### src/verilog/cpu_pkg.sv
package cpu_pkg;

    // datapath widths
    localparam int word_data_w = 32;  // one data word
    localparam int reg_addr_w  = 5;   // 32 general purpose registers

    // data memory geometry
    localparam int dmem_depth  = 256;  // words in the data ram
    localparam int dmem_addr_w = 8;    // word index taken from byte address bits 9..2

    // memory operation carried down the pipe from decode
    typedef enum logic [1:0] {
        mem_op_nop = 2'b00,  // no access, alu value passes through
        mem_op_ldw = 2'b01,  // word load
        mem_op_stw = 2'b10   // word store
    } mem_op_e;

endpackage

### src/verilog/mem_ctrl.sv
`timescale 1ns/1ns

module mem_ctrl (
    // ex/mem pipeline fields
    input  logic                          ex_en,          // slot holds a valid instruction
    input  cpu_pkg::mem_op_e              ex_mem_op,      // memory operation
    input  logic [cpu_pkg::word_data_w-1:0] ex_alu_out,   // byte address or alu result
    input  logic [cpu_pkg::word_data_w-1:0] ex_store_data,
    // pipeline control
    input  logic                          stall,
    input  logic                          flush,
    // data ram side
    input  logic [cpu_pkg::word_data_w-1:0] ram_rdata,    // combinational read data
    output logic [cpu_pkg::dmem_addr_w-1:0] ram_addr,     // word index
    output logic [cpu_pkg::word_data_w-1:0] ram_wdata,
    output logic                          ram_we,
    // towards mem/wb register
    output logic [cpu_pkg::word_data_w-1:0] mem_result,   // stage result
    output logic                          miss_align,
    output logic                          load_rdy        // valid aligned load
);

    import cpu_pkg::*;

    logic is_ldw;     // op decode
    logic is_stw;
    logic is_access;  // valid load or store
    logic addr_ok;    // byte offset is zero

    // decode
    assign is_ldw    = (ex_mem_op == mem_op_ldw);
    assign is_stw    = (ex_mem_op == mem_op_stw);
    assign is_access = ex_en & (is_ldw | is_stw);
    assign addr_ok   = (ex_alu_out[1:0] == 2'b00);

    // alignment check only matters for real accesses
    assign miss_align = is_access & ~addr_ok;
    assign load_rdy   = ex_en & is_ldw & addr_ok;

    // ram drive
    assign ram_addr  = ex_alu_out[dmem_addr_w+1:2];  // upper bits dropped, address wraps
    assign ram_wdata = ex_store_data;
    // write only when the slot really retires this cycle
    assign ram_we    = ex_en & is_stw & addr_ok & ~stall & ~flush;

    // result select
    always_comb begin
        unique case (ex_mem_op)
            mem_op_nop: mem_result = ex_alu_out;  // pass alu value
            mem_op_ldw: mem_result = ram_rdata;   // loaded word
            mem_op_stw: mem_result = '0;          // store gives nothing back
            default:    mem_result = '0;          // unused encoding
        endcase
    end

endmodule

### config.mk
export PLATFORM = sky130hd
export DESIGN_NAME = mem_ctrl
export DESIGN_NICKNAME = d
export VERILOG_FILES = /design/src/verilog/cpu_pkg.sv /design/src/verilog/mem_ctrl.sv
export SDC_FILE = /design/constraint.sdc
export NUM_CORES = 1
export LEC_CHECK = 0
export ABC_AREA = 0
export BUFFER_PORTS_ARGS = -buffer_cell sky130_fd_sc_hd__buf_2
export CORE_AREA = 2 2 69 71
export DETAILED_ROUTE_END_ITERATION = 8
export DIE_AREA = 0 0 71 73
export SLEW_MARGIN = 10
export SYNTH_ARGS = -nofsm -noshare
export SYNTH_HDL_FRONTEND = slang
export SYNTH_SLANG_ARGS = --single-unit
### constraint.sdc
create_clock -name vclk -period 2.3
set_clock_uncertainty 0.15 [all_clocks]
set_input_delay 0.115 -clock vclk [all_inputs]
set_output_delay 0.115 -clock vclk [all_outputs]
set_load 0.05 [all_outputs]
# Word-level counts from Yosys, hierarchy flattened
# Index checks and enable logic that the tools add are counted.
dict set report op_classes {
  n_eq_ne 2
  n_mux 1
  bitwise 12
  reduce_logical 2
}
# cell n
set op_table {}
lappend op_table {{$pmux W32 S2} 1}
lappend op_table {{$and A1 B1 Y1} 8}
lappend op_table {{$logic_not A2 Y1} 2}
lappend op_table {{$not A1 Y1} 3}
lappend op_table {{$eq A2 B1 Y1 const B} 1}
lappend op_table {{$eq A2 B2 Y1 const B} 1}
lappend op_table {{$or A1 B1 Y1} 1}
dict set report totals {
  ff_bits 0
  inputBits 101
  wordCells 17
}

# Depth between registers and ports, before layout
dict set report logic_depth {
  word_depth 5
  ltp_mapped 5
  depth_no_buf 4
}

# Least setup slack after synthesis
# OpenSTA, ideal clock, no wires.
dict set report synth_timing {
  kind {input port to output port}
  from {input ex_mem_op[0]}
  to {output miss_align}
  t_arrival_ns 1.097
  t_required_ns 2.035
  setup_slack_ns 0.938
  stages 4
  path_buffers 0
  path_cell_list {inv_1 ha_1 nand2_1 nor2_1}
}
dict set report synth_via {
  elab_chain_cells 4
}
# item line_no
set synth_rtl {}
lappend synth_rtl {{from (decl)} mem_ctrl.sv:6} ;# input cpu_pkg::mem_op_e ex_mem_op,
lappend synth_rtl {{$eq A2 B1 Y1 or $eq A2 B2 Y1 (tied branches)} {mem_ctrl.sv:31, mem_ctrl.sv:32}}
lappend synth_rtl {{$or A1 B1 Y1 (*)} mem_ctrl.sv:33} ;# assign is_access = ex_en & (is_ldw | is_stw);
lappend synth_rtl {{$and A1 B1 Y1 (*)} mem_ctrl.sv:33}
lappend synth_rtl {{$and A1 B1 Y1 (*)} mem_ctrl.sv:37} ;# assign miss_align = is_access & ~addr_ok;
lappend synth_rtl {{to (decl)} mem_ctrl.sv:19} ;# output logic miss_align,
# Mark *: on every way between the ends. The rest lies on a longest branch, timed or not.

# Final worst setup path
dict set report layout_timing {
  from {input ex_mem_op[1]}
  to {output mem_result[1] (netlist bit)}
}
dict set report layout_via {
  elab_chain_cells 2
}
# item line_no
set layout_rtl {}
lappend layout_rtl {{$eq A2 B1 Y1 or $logic_not A2 Y1 (tied branches)} mem_ctrl.sv:48} ;# unique case (ex_mem_op)
lappend layout_rtl {{$pmux W32 S2 (*)} mem_ctrl.sv:48}
lappend layout_rtl {{to (decl)} mem_ctrl.sv:18} ;# output logic [cpu_pkg::word_data_w-1:0] mem_result,
# Marked as above.

==> tab_implementation.tex <==
\begin{tabular}{lr}
\hline
Metric & Value \\
\hline
\multicolumn{2}{l}{\textbf{Worst setup path}} \\
\quad CP Class & in -> out \\
\quad Crit-path cells & buf\_2 -> inv\_1 -> ha\_1 -> buf\_4 -> a22o\_1 -> buf\_2 \\
\quad Max stage delay cell, worst path & sky130\_fd\_sc\_hd\_\_buf\_4 \\
\quad Setup crit start & ex\_mem\_op[1] \\
\quad Largest stage delay, worst path & 310 ps \\
\quad Cell type with the highest occurrence count on the critical path & sky130\_fd\_sc\_hd\_\_buf\_2 \\
\quad Worst endpoint required time & approximately 2000 ps \\
\quad Critical path data arrival time & roughly 1200 ps \\
\quad Family of cells with the greatest summed delay on the critical path & buffers and inverters \\
\quad Worst Path Max Fanout & 32 \\
\quad Buffer and inverter count on the worst path & 4 \\
\quad CP endpoint kind & output pin \\
\quad Startpoint class of the critical path & input pin \\
\multicolumn{2}{l}{\textbf{Power}} \\
\quad Leakage & between 0.6 and 0.7 nW \\
\quad Power density cells & 338 mW/mm² \\
\quad Maximum ir drop on the vdd rail & 0.0000763 V \\
\multicolumn{2}{l}{\textbf{Cells and area}} \\
\quad Register area & 0 µm² \\
\quad Number of flip-flops and latches & 0 \\
\quad Final standard cell count with taps included and fillers excluded & around 210 \\
\quad Antenna fix cells & 0 \\
\quad Filler Cells Inserted & approximately 530 \\
\quad Final core utilization & 22.0\% \\
\quad Share of cells above drive strength 1 & about three quarters \\
\quad Clock buf count & 0 \\
\quad Syn-to-layout area delta & 33.8\% \\
\quad Count of nets after finishing & 263 \\
\multicolumn{2}{l}{\textbf{GRT}} \\
\quad Gr ovfl total & 0 \\
\quad Pin count of the biggest net entering global routing & 33 \\
\quad Initial antenna violation count & 0 \\
\quad First-pass GRT wire length & 3060 µm \\
\quad Via count of the first global-routing pass & $\sim$670 \\
\quad Overall fraction of global-route tracks in use & about 7.1\% \\
\multicolumn{2}{l}{\textbf{STA}} \\
\quad Final setup viols & 0 \\
\quad Final critical-path share of the clock period & about two thirds \\
\quad Pins Over Slew Limit & 0 \\
\quad Relative slew slack & around 80\% \\
\quad Achievable frequency & between 600 and 700 MHz \\
\quad Slew of the pin with the lowest slew margin & around 310 ps \\
\quad Minimum clock period & 1510 ps \\
\quad Final Hold Fails & 0 \\
\quad Setup TNS Final & 0 ps \\
\quad Unrepaired setup endpoints after global routing & no \\
\multicolumn{2}{l}{\textbf{Die}} \\
\quad Starting Density & 16.5\% \\
\quad Horizontal die dimension & roughly 71 µm \\
\quad Std cell rows & 25 \\
\quad Top-level port count & $\sim$180 \\
\quad Die area & about 0.0052 mm² \\
\quad Die boundary height & $\sim$73 µm \\
\quad Std-Cell Core Area & roughly 0.0045 mm² \\
\multicolumn{2}{l}{\textbf{Clock tree}} \\
\quad Post-cts repair resize count & 0 \\
\quad Hold-fix buffers, CTS & 0 \\
\quad Post-CTS setup buffer count & 0 \\
\multicolumn{2}{l}{\textbf{Yosys}} \\
\quad Nets in the synthesized netlist & approximately 190 \\
\quad Synth unique cells & 11 \\
\quad Post-Synthesis Cells & 90 \\
\quad Yosys warns & 0 \\
\quad Fraction of the yosys area taken by sequential cells & 0\% \\
\quad Avg Inst Size Synth & 8.30 µm² \\
\quad Netlist area before placement & 747 µm² \\
\multicolumn{2}{l}{\textbf{Routing}} \\
\quad Initial DRT Pass Iterations & 3 \\
\quad Residual DRC count & 0 \\
\quad Post-detailed-route count of antenna-violating nets & 0 \\
\quad Routed vias & just under 900 \\
\quad Via density & 4.17 \\
\quad Count of routing violations after the opening detailed-route iteration & 9 \\
\quad DR WL met2 & 1240 µm \\
\quad Routed length per placed instance & roughly 12 µm \\
\quad Top layer used by detailed routing & met4 \\
\quad Detailed-routing wirelength on met1 & 874 µm \\
\quad Met3 routed WL & about 310 µm \\
\quad Total wirelength of the detailed-routed design & 2440 µm \\
\multicolumn{2}{l}{\textbf{Placed design}} \\
\quad Placed Instances & about 210 \\
\quad DP HPWL & between 2000 and 2500 µm \\
\quad Final RePlAce weighted congestion & between 0.7 and 0.8 \\
\quad Number of buffer cells added on primary ports & 112 \\
\multicolumn{2}{l}{\textbf{Run status}} \\
\quad Run status & complete, no violations \\
\multicolumn{2}{l}{\textbf{Min path}} \\
\quad Class of the most critical hold timing path & in -> out \\
\quad Hold Path Stages & 0 \\
\quad Destination of the worst hold path & ram\_wdata[10] \\
\quad Startpoint of the tightest hold check path & ex\_store\_data[10] \\
\multicolumn{2}{l}{\textbf{Run}} \\
\quad Max-cap violation count & 0 \\
\hline
\end{tabular}
-- power by group --
group	leakage, nW	switching (mW)	internal, mW
Sequential	0	0	0
Clock	0	0	0
Combinational	0.656	0.233	0.105
-- area by class of cell --
type / instances / area (µm²) / share of cell area (%)
inverters: 2 / 7.51 / 0.751
multi-input cells: 41 / 349 / 34.9
well taps: 54 / 67.6 / 6.76
repair buffers: 114 / 576 / 57.6
-- cell families (layout without fill, tap and decap cells) --
logic type | after synthesis | after routing | share of synthesized area (%)
adders and majority gates | 3 | 3 | 5.03
buffers and inverters | 49 | 116 | 53.3
and+or+nand+nor | 6 | 6 | 4.02
AOI/OAI and AO/OA | 32 | 32 | 37.7
-- worst max path at each step --
stage / end / slack (ps) / cells after the start
finish: mem_result[1] / 790 / 6
global route: mem_result[1] / 690 / 6
CTS: mem_result[1] / 760 / 6
detailed placement: mem_result[1] / 770 / 6
global placement: mem_result[1] / 800 / 6
floorplan: miss_align / 940 / 4
-- cell usage after synthesis (all sizes together) --
| cell type | n | area (µm²) |
|---|---|---|
| and4 | 1 | 8.76 |
| buf | 47 | 390 |
| nand2 | 1 | 3.75 |
| inv | 2 | 7.51 |
| nor2 | 3 | 11.3 |
| ha | 3 | 37.5 |
| and3 | 1 | 6.26 |
| a22o | 32 | 282 |
-- metal layers --
metal / GRT usage [%] / vias up
met5: 0 / -
met4: 0.419 / 0
met3: 1.66 / 4
met2: 14.4 / 67
met1: 7.65 / 384
li1: - / 425
-- cells in the final DEF (no fill, tap or decap) --
master                    Yosys  layout
sky130_fd_sc_hd__and4_1       1       1
sky130_fd_sc_hd__nor2_1       3       3
sky130_fd_sc_hd__inv_1        2       2
sky130_fd_sc_hd__nand2_1      1       1
sky130_fd_sc_hd__a22o_1      31      31
sky130_fd_sc_hd__buf_4       40       2
sky130_fd_sc_hd__buf_2        0     112
sky130_fd_sc_hd__and3_1       1       1
sky130_fd_sc_hd__ha_1         3       3
sky130_fd_sc_hd__a22o_2       1       1
-- per-stage QoR --
stage	hold slack, ps	cell area (µm²)	total power, mW	setup slack [ps]
2_1_floorplan	247	747	0.405	938
3_3_place_gp	80.3	1000	0.339	799
3_5_place_dp	80.3	1000	0.341	767
4_1_cts	80.3	1000	0.341	759
5_1_grt	80.1	1000	0.358	695
6_report	80.0	1000	0.338	790
Note: power is estimated with default switching activity, not from simulation.
