### src/verilog/cpu_pkg.sv
package cpu_pkg;

    // datapath widths
    localparam int word_data_w = 32;  // one data word
    localparam int reg_addr_w  = 5;   // 32 general purpose registers

    // data memory geometry
    localparam int dmem_depth  = 256;  // words in the data ram
    localparam int dmem_addr_w = 8;    // word index taken from byte address bits 9..2

    // memory operation carried down the pipe from decode
    typedef enum logic [1:0] {
        mem_op_nop = 2'b00,  // no access, alu value passes through
        mem_op_ldw = 2'b01,  // word load
        mem_op_stw = 2'b10   // word store
    } mem_op_e;

endpackage

### src/verilog/mem_reg.sv
`timescale 1ns/1ns

module mem_reg (
    input  logic                            clk,
    input  logic                            rst_n,         // async, active low
    // stage result
    input  logic [cpu_pkg::word_data_w-1:0] out,           // from mem_ctrl
    input  logic                            miss_align,
    // pipeline control
    input  logic                            stall,
    input  logic                            flush,
    // ex/mem fields
    input  logic                            ex_en,
    input  logic [cpu_pkg::reg_addr_w-1:0]  ex_dst_addr,
    input  logic                            ex_gpr_we,
    input  logic                            load_rdy,      // aligned valid load
    // mem/wb register
    output logic                            mem_en,
    output logic [cpu_pkg::reg_addr_w-1:0]  mem_dst_addr,
    output logic                            mem_gpr_we,
    output logic                            out_rdy,       // one cycle pulse
    output logic [cpu_pkg::word_data_w-1:0] mem_out
);

    // priority is stall, flush, misalign, capture
    always_ff @(posedge clk or negedge rst_n) begin
        if (!rst_n) begin
            mem_en       <= 1'b0;
            mem_dst_addr <= '0;
            mem_gpr_we   <= 1'b0;
            out_rdy      <= 1'b0;
            mem_out      <= '0;
        end else begin
            out_rdy <= 1'b0;  // pulse by default
            if (!stall) begin
                if (flush) begin
                    // bubble
                    mem_en       <= 1'b0;
                    mem_dst_addr <= '0;
                    mem_gpr_we   <= 1'b0;
                    mem_out      <= '0;
                end else if (miss_align) begin
                    // slot stays valid but writes nothing back
                    mem_en       <= ex_en;
                    mem_dst_addr <= '0;
                    mem_gpr_we   <= 1'b0;
                    mem_out      <= '0;
                end else begin
                    mem_en       <= ex_en;
                    mem_dst_addr <= ex_dst_addr;
                    mem_gpr_we   <= ex_gpr_we;
                    mem_out      <= out;
                    out_rdy      <= load_rdy;  // load done next cycle
                end
            end
            // stall holds everything but out_rdy
        end
    end

endmodule

### config.mk
export PLATFORM = sky130hd
export DESIGN_NAME = mem_reg
export DESIGN_NICKNAME = d
export VERILOG_FILES = /design/src/verilog/cpu_pkg.sv /design/src/verilog/mem_reg.sv
export SDC_FILE = /design/constraint.sdc
export NUM_CORES = 1
export LEC_CHECK = 0
export BUFFER_PORTS_ARGS = -buffer_cell sky130_fd_sc_hd__buf_4
export CORE_UTILIZATION = 45
export CTS_CLUSTER_SIZE = 10
export DETAILED_ROUTE_END_ITERATION = 10
export MAX_ROUTING_LAYER = met4
export PLACE_DENSITY = 0.85
export SYNTH_ARGS = -nofsm -noshare
export SYNTH_HDL_FRONTEND = slang
export SYNTH_SLANG_ARGS = --single-unit
### constraint.sdc
create_clock -name clk -period 0.8 [get_ports clk]
set_input_delay 0.08 -clock clk [delete_from_list [all_inputs] [get_ports clk]]
set_output_delay 0.08 -clock clk [all_outputs]
set_load 0.01 [all_outputs]
Word level (Yosys, flattened, before mapping)
Index checks and enable logic that the tools add are counted.
Operators by class
  mux-type cells: 10
Operator list (count)
  32-bit two-way mux: 2
  5-bit two-way mux: 2
  1-bit two-way mux: 6
Word-level totals
  bits of input ports: 45
  output and inout bits: 40
  register bits: 40

Logic depth before layout (Yosys ltp)
Gate-level depths: netlist (run 1).
  word-level depth: 3
  gate-level depth with buffers: 4
  depth with buffers taken out: 2

Least setup slack after synthesis (run 1)
No wires, ideal clock.
  path kind: register -> register
  from: register mem_out[20] (netlist name)
  to: register mem_out[20] (netlist bit)
  arrival time: 0.616 ns
  setup time: 0.121 ns
  setup slack: 0.063 ns
  clock period less this slack: 0.737 ns
  cell stages (with the launch flop): 2
  required time: 0.679 ns
  cells stage by stage: dfrtp_1 -> a22o_1
RTL lines
  to (signal assigned): RTL line mem_reg.sv:52  | mem_out <= out;
  to (decl): RTL line mem_reg.sv:22  | output logic [cpu_pkg::word_data_w-1:0] mem_out

Final worst setup path (run 1)
  from: register mem_out[10] (netlist bit)
  to: output port mem_out[10] (netlist bit)
No word-level cell between the ends.

==> results of run 1 <==
[state kept, by name, indices dropped and copies added (netlist names)]
| register | flops |
|---|---|
| mem_dst_addr | 5 |
| mem_en | 1 |
| mem_gpr_we | 1 |
| mem_out | 32 |
| out_rdy | 1 |
[cells by family (layout without fill, tap and decap cells)]
kind of cell           count (synthesis)  count (layout)
AND/OR/NAND/NOR                       42              42
flip-flops                            40              40
AO/OA/AOI/OAI                         39              39
buffers and inverters                 12             125
[worst paths after layout]
path / from / endpoint / slack (ns) / depth (start not counted)
setup / recovery: mem_out[10] / mem_out[10] / -0.15 / 1
hold / removal: miss_align / out_rdy / -0.02 / 2
setup reg to reg: mem_out[10] / mem_out[10] / -0.14 / 2
hold reg to reg: mem_en / mem_en / 0.52 / 2
max in group asynchronous: rst_n / mem_out[30] / 0.16 / 2
min in group asynchronous: rst_n / mem_out[12] / 0.29 / 2
[placed cells by master (no fill, tap or decap)]
cell type	netlist	layout
clkbuf_8	0	5
buf_12	0	4
bufinv_16	0	1
nand2_1	1	1
buf_4	6	65
nor2_2	0	1
nor2b_1	38	38
buf_6	2	47
dfrtp_1	40	40
a22o_1	38	38
clkbuf_1	0	1
clkinv_2	0	1
o21ai_0	1	1
nor4b_2	1	1
nand2b_1	1	1
dlygate4sd3_1	0	1
[cells in the mapped netlist (all sizes together)]
cell    count  area share, %
dfrtp      40             59
buf        12            5.2
o21ai       1           0.30
nor2        1           0.22
nand2       1           0.22
nor2b      38             14
a22o       38             20
nor4b       1           0.89
nand2b      1           0.37
[final cells by class]
type	count	area, um^2	share of cell area [%]
Multi-Input combinational cell	81	606.8	21.07
Tap cell	46	57.56	1.998
Clock inverter	2	35.03	1.216
Sequential cell	40	1001	34.75
Timing Repair Buffer	117	1107	38.44
Clock buffer	6	72.57	2.520
[power by group]
part	internal [mW]	switching (mW)
logic	0.611	0.370
registers	2.13	0.0953
clock network	0.926	0.673
[per-layer routing]
layer	global-route usage [%]	wire length [um]	share of wire (%)	vias to the layer above
li1	-	-	-	695
met2	45.48	2719	52	67
met5	-	0	0	-
met4	13.64	231	4.4	0
met1	27.15	2003	38	755
met3	6.522	269	5.1	17
[stage by stage]
step                setup slack [ns]  area (um^2)
global route                 -0.1837         2880
floorplan                    0.06348         1693
CTS                          -0.1091         2824
detailed placement          -0.01883         2376
finish                       -0.1470         2880
global placement             0.02694         2376
[what timing repair did]
| item | 4_1_cts | 5_1_grt |
|---|---|---|
| hold endpoints to repair | 41 | 1 |
| pin swaps | 23 | 3 |
| buffers inserted | 24 | 4 |
| setup endpoints to repair | 40 | 64 |
| gates resized for setup | 40 | 7 |
==> results_dict.tcl, run 1 <==
set metrics [dict create \
    cts-root-buf "clkbuf_8" \
    grt_max_degree 41 \
    startpoint_type "flip-flop" \
    cts.clk_slew.worst_paths_ns 0.08 \
    grt_setup_unrepaired "true" \
    die_h_um 63.34 \
    leakage_nw 1.471 \
    syn_inst 133 \
    viasPerCell 5.253 \
    dr.pass1.iters 4 \
    dp_cells 255 \
    synth_top_family_by_area "compound AO/OA/AOI/OAI gates" \
    vdd_ir_drop_max_uv 867.1 \
    clock-sinks 40 \
    holdBufCountCts 1 \
    crit_path_max_fanout 2 \
    critPathKind "reg -> out" \
    die_x_um 63.34 \
    synthAdderAreaFrac_pct 0 \
    fin_tns_setup_ns -5.299 \
    grt_pass1_vias 1555 \
    route.detailed.drc 0 \
    syn2layout_area_growth_pct 70.14 \
    place.gp.congestion 0.7181 \
    min_period_ns 0.9470 \
    slew_violations 0 \
    synth_seq_cells 40 \
    cp_data_arrival_time_ns 0.87 \
    overflow 0 \
    fin_crit_sh_pct 118.4 \
    layout.cells.non_filler 292 \
    routed_wl_mm 5.224 \
    syn_area_um2 1693 \
    dr.first_iter.drc_count 117 \
    hold_class "in -> reg" \
    place_hpwl_mm 2.793 \
    n_antenna_cell 0 \
    p_total_mw 4.808 \
    track_usage_pct 26.20 \
    slew_headroom_pct 67.74 \
    muxShareOfSynthArea_pct 0 \
    cts_max_path_buffers 2 \
    status "finished, violations left" \
    yosys_warnings 0 \
    synth_compound_area_share_pct 19.96 \
    timing.fmax_mhz 1056 \
    violations "hold timing, setup timing" \
    vias 1534 \
    ys_seq_area_share_pct 59.13 \
    slowest_stage "dfrtp_1" \
    antenna_found_initial 0 \
    cp_top_family "flip-flops" \
    worst-path-buf-inv 1 \
    power_density_nw_per_um2 1669 \
    setup.worst_path.end_class "output pin" \
    setup_viol 68 \
    fill_cells 178 \
    grt_pass1_wl_mm 7.521 \
    clkLatencyLatePin_ns 0.28 \
    cts_made_buffers 5 \
    start_util_pct 48.81 \
    synthSimpleGateAreaFrac_pct 15.74 \
    io-pin-count 85 \
    wl_per_cell_um 17.89 \
    port_buffers 84 \
    dieArea_um2 4011 \
    nets 290 \
    synth.avg_cell_area_um2 12.73 \
    drive_gt1_share_pct 50.81 \
    ant_nets 0 \
    synth_xor_xnor_area_share_pct 0 \
    worst_pin_slew_ns 0.4840 \
    hold_viol 1 \
    setup_slack_ns -0.1470 \
    final_util_pct 83.04 \
    coreArea_um2 3468 \
    cts_tree "built" \
    slowest_delay_ns 0.44 \
    num_rows 21 \
    whs_ns -0.02491 \
    worstPathRequired_ns 0.72 \
    skew_ns 0 \
    h-tree-depth 2 \
    max_cap_viol_count 0 \
    syn_nets 178 \
    synth.distinct_cells 11 \
    critical_path.cell_chain "buf_6" \
]
Power figures use the tool's default switching activity.
==> run 2: changes to the inputs <==
--- a/config.mk
+++ b/config.mk
@@ -14,3 +14,4 @@
 export SYNTH_ARGS = -nofsm -noshare
 export SYNTH_HDL_FRONTEND = slang
 export SYNTH_SLANG_ARGS = --single-unit
+export TNS_END_PERCENT = 50
==> run 2 against run 1 <==
The run still ends with hold timing, setup timing left. Non-clock buffer count decreased by 3. Worst setup slack gained 0.011 ns. Clock power hardly changed. Sequential share of layout area rose by 0.55 points. Fmax rose by 1.2%. Routed wire length is 0.96% lower. Global-route usage fell by 2.1 points. Sequential cell count unchanged. Critical path depth is the same. Clock skew unchanged. Final cell count fell by 1.0%. First-iteration DRC count is 41% higher.
==> results_dict.tcl, run 2 (synthesized netlist as in run 1, its figures left out) <==
set metrics [dict create \
    startpoint_type "flip-flop" \
    overflow 0 \
    h-tree-depth 2 \
    vdd_ir_drop_max_uv 898.7 \
    cts.clk_slew.worst_paths_ns 0.08 \
    coreArea_um2 3468 \
    critical_path.cell_chain "buf_6" \
    use_met3_pct 5.072 \
    ant_nets 0 \
    setup.worst_path.end_class "output pin" \
    grt_use_met1_pct 27.37 \
    cts_max_path_buffers 2 \
    power_density_nw_per_um2 1687 \
    p_total_mw 4.784 \
    die_x_um 63.34 \
    dr.pass1.iters 4 \
    clock-sinks 40 \
    fill_cells 185 \
    min_period_ns 0.9357 \
    worstSetupPathDepth 1 \
    top_register "mem_out" \
    placed_cell_area_um2 2376 \
    holdBufCountCts 1 \
    mostFrequentLayoutCells "buf_4 (68), buf_6 (41), dfrtp_1 (40), nor2b_1 (38), a22o_1 (38)" \
    n_antenna_cell 0 \
    nets 287 \
    final_common_cell "buf_4" \
    switching_share_pct 23.71 \
    die_h_um 63.34 \
    clock_power_share_pct 33.5 \
    num_rows 21 \
    ff2ff_path_depth 2 \
    clkLatencyLatePin_ns 0.28 \
    io-pin-count 85 \
    hold_class "in -> reg" \
    worstPathRequired_ns 0.72 \
    grt_pass1_wl_mm 6.982 \
    place_hpwl_mm 2.793 \
    route.detailed.drc 0 \
    worst_pin_slew_ns 0.4918 \
    viasPerCell 5.232 \
    register_area_um2 1001 \
    leakage_nw 1.450 \
    max_cap_viol_count 0 \
    cp_data_arrival_time_ns 0.86 \
    slew_headroom_pct 67.21 \
    fin_crit_sh_pct 117.0 \
    grt_max_degree 41 \
    routed_wl_mm 5.174 \
    track_usage_pct 24.15 \
    use_met2_pct 40.82 \
    grt.busiest_layer "met2" \
    dieArea_um2 4011 \
    antenna_found_initial 0 \
    cp_top_family "flip-flops" \
    whs_ns -0.03019 \
    dr.first_iter.drc_count 165 \
    cts_tree "built" \
    grt_setup_unrepaired "true" \
    slowest_delay_ns 0.43 \
    slowest_stage "dfrtp_1" \
    hold_depth 2 \
    pre_cts_slack_ns -0.01883 \
    final_util_pct 81.75 \
    p_seq_share_pct 46.5 \
    start_util_pct 48.81 \
    multi_input_area_um2 606.8 \
    syn2layout_area_growth_pct 67.48 \
    skew_ns 0 \
    cts-root-buf "clkbuf_8" \
    critPathKind "reg -> out" \
    setup_viol 65 \
    port_buffers 84 \
    vias 1512 \
    timing.fmax_mhz 1069 \
    slew_violations 0 \
    wl_per_cell_um 17.90 \
    comb_power_share_pct 20.0 \
    crit_path_max_fanout 2 \
    violations "hold timing, setup timing" \
    top_regs "mem_out: 32 flops, mem_dst_addr: 5 flops" \
    worst-path-buf-inv 1 \
    hold_viol 1 \
    cts_made_buffers 5 \
    intPower_mw 3.650 \
    status "finished, violations left" \
    largest_reg_flops 32 \
    place.gp.congestion 0.7181 \
    p_sw_mw 1.135 \
    setup_slack_ns -0.1357 \
    grt_pass1_vias 1452 \
    final_area_um2 2835 \
    drive_gt1_share_pct 50.21 \
]
==> run 2: power by group through the flow <==
stage | Clock [mW] | Sequential, mW | Combinational (mW)
2_1_floorplan | 0 | 2.28 | 0.271
3_3_place_gp | 0 | 2.23 | 0.736
3_5_place_dp | 0 | 2.24 | 0.760
4_1_cts | 1.60 | 2.22 | 0.890
5_1_grt | 1.73 | 2.23 | 1.02
6_report | 1.60 | 2.22 | 0.956
==> run 2: through the flow <==
stage	hold slack (ns)	std cells	TNS (ns)
detailed placement	0.07779	255	-0.08908
floorplan	-0.2156	133	0
CTS	-0.02771	278	-4.206
global route	-0.03795	289	-6.726
finish	-0.03019	289	-5.132
global placement	0.06615	255	0
==> run 2: timing repair <==
action,CTS,global route
buffers inserted,14,11
resized for setup,40,1
endpoints found under the setup margin,40,54
hold endpoints to repair,41,1
pin swaps,13,10
==> run 2: routing by layer <==
metal / up-vias / share of wire (%)
met5: - / 0
li1: 686 / -
met2: 64 / 52
met4: 0 / 1.9
met3: 10 / 4.5
met1: 752 / 41
==> run 2: path summary, 6_finish.rpt <==
check	start	endpoint	slack (ns)
max	mem_out[26]	mem_out[26]	-0.14
min	miss_align	out_rdy	-0.03
min in group asynchronous	rst_n	mem_out[6]	0.29
min reg2reg	mem_en	mem_en	0.52
max in group asynchronous	rst_n	mem_out[29]	0.15
max reg2reg	mem_out[27]	mem_out[27]	-0.09
==> run 2: layout make-up <==
| class | instances | share of cell area [%] |
|---|---|---|
| clock inverters | 2 | 1.236 |
| clock buffers | 6 | 2.560 |
| well taps | 46 | 2.030 |
| flip-flops and latches | 40 | 35.30 |
| repair buffers | 114 | 37.47 |
| multi-input cells | 81 | 21.40 |
==> run 3: changes to the inputs <==
==> constraint.sdc (replaced) <==
create_clock -name clk -period 0.8 [get_ports clk]
set_input_delay 0.12 -clock clk [delete_from_list [all_inputs] [get_ports clk]]
set_output_delay 0.12 -clock clk [all_outputs]
set_load 0.01 [all_outputs]
==> run 3 against run 2 <==
The flow finishes with violations (setup timing). Sequential power about the same. Hold slack gained 0.041 ns. Power is essentially flat. Register-to-register slack is essentially flat. Worst setup slack got worse by 0.043 ns. Utilization rose by 0.22 points. Final cell count grew 0.35%. Cell area is 0.26% higher. Highest routed layer unchanged.
==> results_dict.tcl, run 3 (synthesized netlist as in run 1, its figures left out) <==
set metrics [dict create \
    cts-root-buf "clkbuf_8" \
    route.detailed.drc 0 \
    hp-start "miss_align" \
    p_total_mw 4.786 \
    grt_pass1_vias 1452 \
    routed_wl_mm 5.180 \
    setup_slack_ns -0.1787 \
    holdBufCountCts 1 \
    hold_class "in -> reg" \
    slowest_delay_ns 0.43 \
    n_antenna_cell 0 \
    switching_share_pct 23.68 \
    timing.fmax_mhz 1022 \
    startpoint_type "flip-flop" \
    ff2ff_path_depth 2 \
    die_h_um 63.34 \
    power_density_nw_per_um2 1684 \
    syn2layout_area_growth_pct 67.92 \
    violations "setup timing" \
    coreArea_um2 3468 \
    track_usage_pct 24.15 \
    critPathKind "reg -> out" \
    place.gp.congestion 0.7181 \
    fin_crit_sh_pct 122.3 \
    dr.pass1.iters 5 \
    setup_viol 66 \
    critical_path.cell_chain "buf_6" \
    io-pin-count 85 \
    die_x_um 63.34 \
    max_cap_viol_count 0 \
    port_buffers 84 \
    status "finished, violations left" \
    fin_tns_setup_ns -6.784 \
    slew_violations 0 \
    drive_gt1_share_pct 50.41 \
    crit_path_max_fanout 2 \
    grt_pass1_wl_mm 6.982 \
    dieArea_um2 4011 \
    hold_viol 0 \
    timing.rr.end "mem_out[27]" \
    cts.clk_slew.worst_paths_ns 0.08 \
    cts_tree "built" \
    p_sw_mw 1.133 \
    setup.worst_path.end_class "output pin" \
    skew_ns 0 \
    worst_pin_slew_ns 0.4894 \
    hold_depth 2 \
    clock_power_share_pct 33.5 \
    fill_cells 184 \
    place_hpwl_mm 2.793 \
    nets 288 \
    cts_max_path_buffers 2 \
    vias 1507 \
    grt_setup_unrepaired "true" \
    reg2reg_slack_ns -0.09 \
    start_util_pct 48.81 \
    comb_power_share_pct 20.0 \
    intPower_mw 3.653 \
    worstSetupPathDepth 1 \
    wl_per_cell_um 17.86 \
    ant_nets 0 \
    clock-sinks 40 \
    h-tree-depth 2 \
    clkLatencyLatePin_ns 0.28 \
    num_rows 21 \
    cp_data_arrival_time_ns 0.86 \
    mostFrequentLayoutCells "buf_4 (69), buf_6 (41), dfrtp_1 (40), nor2b_1 (38), a22o_1 (38)" \
    p_seq_share_pct 46.5 \
    grt_max_degree 41 \
    cp_top_family "flip-flops" \
    leakage_nw 1.456 \
    worst-path-buf-inv 1 \
    min_period_ns 0.9787 \
    viasPerCell 5.197 \
    slowest_stage "dfrtp_1" \
    largest_reg_flops 32 \
    overflow 0 \
    worstPathRequired_ns 0.68 \
    r2r_start "mem_out[27]" \
    top_register "mem_out" \
    holdPathEnd "out_rdy" \
    cts_made_buffers 5 \
    slew_headroom_pct 67.37 \
    dr.first_iter.drc_count 103 \
    antenna_found_initial 0 \
    vdd_ir_drop_max_uv 898.8 \
    final_common_cell "buf_4" \
    top_regs "mem_out: 32 flops, mem_dst_addr: 5 flops" \
]
## run 3: area by class of cell
type	count	area [um^2]	area share [%]
repair buffers	115	1070	37.63
flip-flops and latches	40	1001	35.21
multi-input cells	81	606.8	21.35
clock buffers	6	72.57	2.553
well taps	46	57.56	2.025
clock inverters	2	35.03	1.232
## run 3: repair_timing
item,4_1_cts,5_1_grt
endpoints found under the hold margin,40,1
setup endpoints to repair,40,54
pin swaps,13,11
buffers inserted,14,12
gates resized for setup,40,1
## run 3: how the worst max path moves through the flow
stage,from,end,slack (ns)
global route,mem_out[26],mem_out[26],-0.20
CTS,mem_out[26],mem_out[26],-0.15
global placement,flush,mem_out[16],-0.01
detailed placement,flush,mem_out[20],-0.06
floorplan,mem_out[20],mem_out[20],0.06
finish,mem_out[26],mem_out[26],-0.18
## run 3: through the flow
stage               hold WS, ns  instance area, um^2  util (%)  instances  setup slack (ns)
floorplan               -0.1756                 1693         -        133           0.06348
global placement         0.1062                 2376     68.51        255          -0.01306
detailed placement       0.1178                 2376     68.51        255          -0.05883
CTS                     0.01229                 2749     79.26        278           -0.1491
global route           0.002051                 2843     81.96        290           -0.2036
finish                  0.01090                 2843     81.96        290           -0.1787
## run 3: power groups by stage
stage	sequential (mW)	combinational, mW	clock, mW
finish	2.22	0.959	1.60
detailed placement	2.24	0.760	0
global placement	2.23	0.736	0
floorplan	2.28	0.271	0
CTS	2.22	0.890	1.60
global route	2.23	1.02	1.73
## run 3: layer usage
metal | GRT usage [%] | vias up | part of all wire, %
met1 | 27.37 | 738 | 41
li1 | - | 688 | -
met5 | - | - | 0
met2 | 40.82 | 71 | 52
met3 | 5.072 | 10 | 4.7
met4 | 10.80 | 0 | 2.2
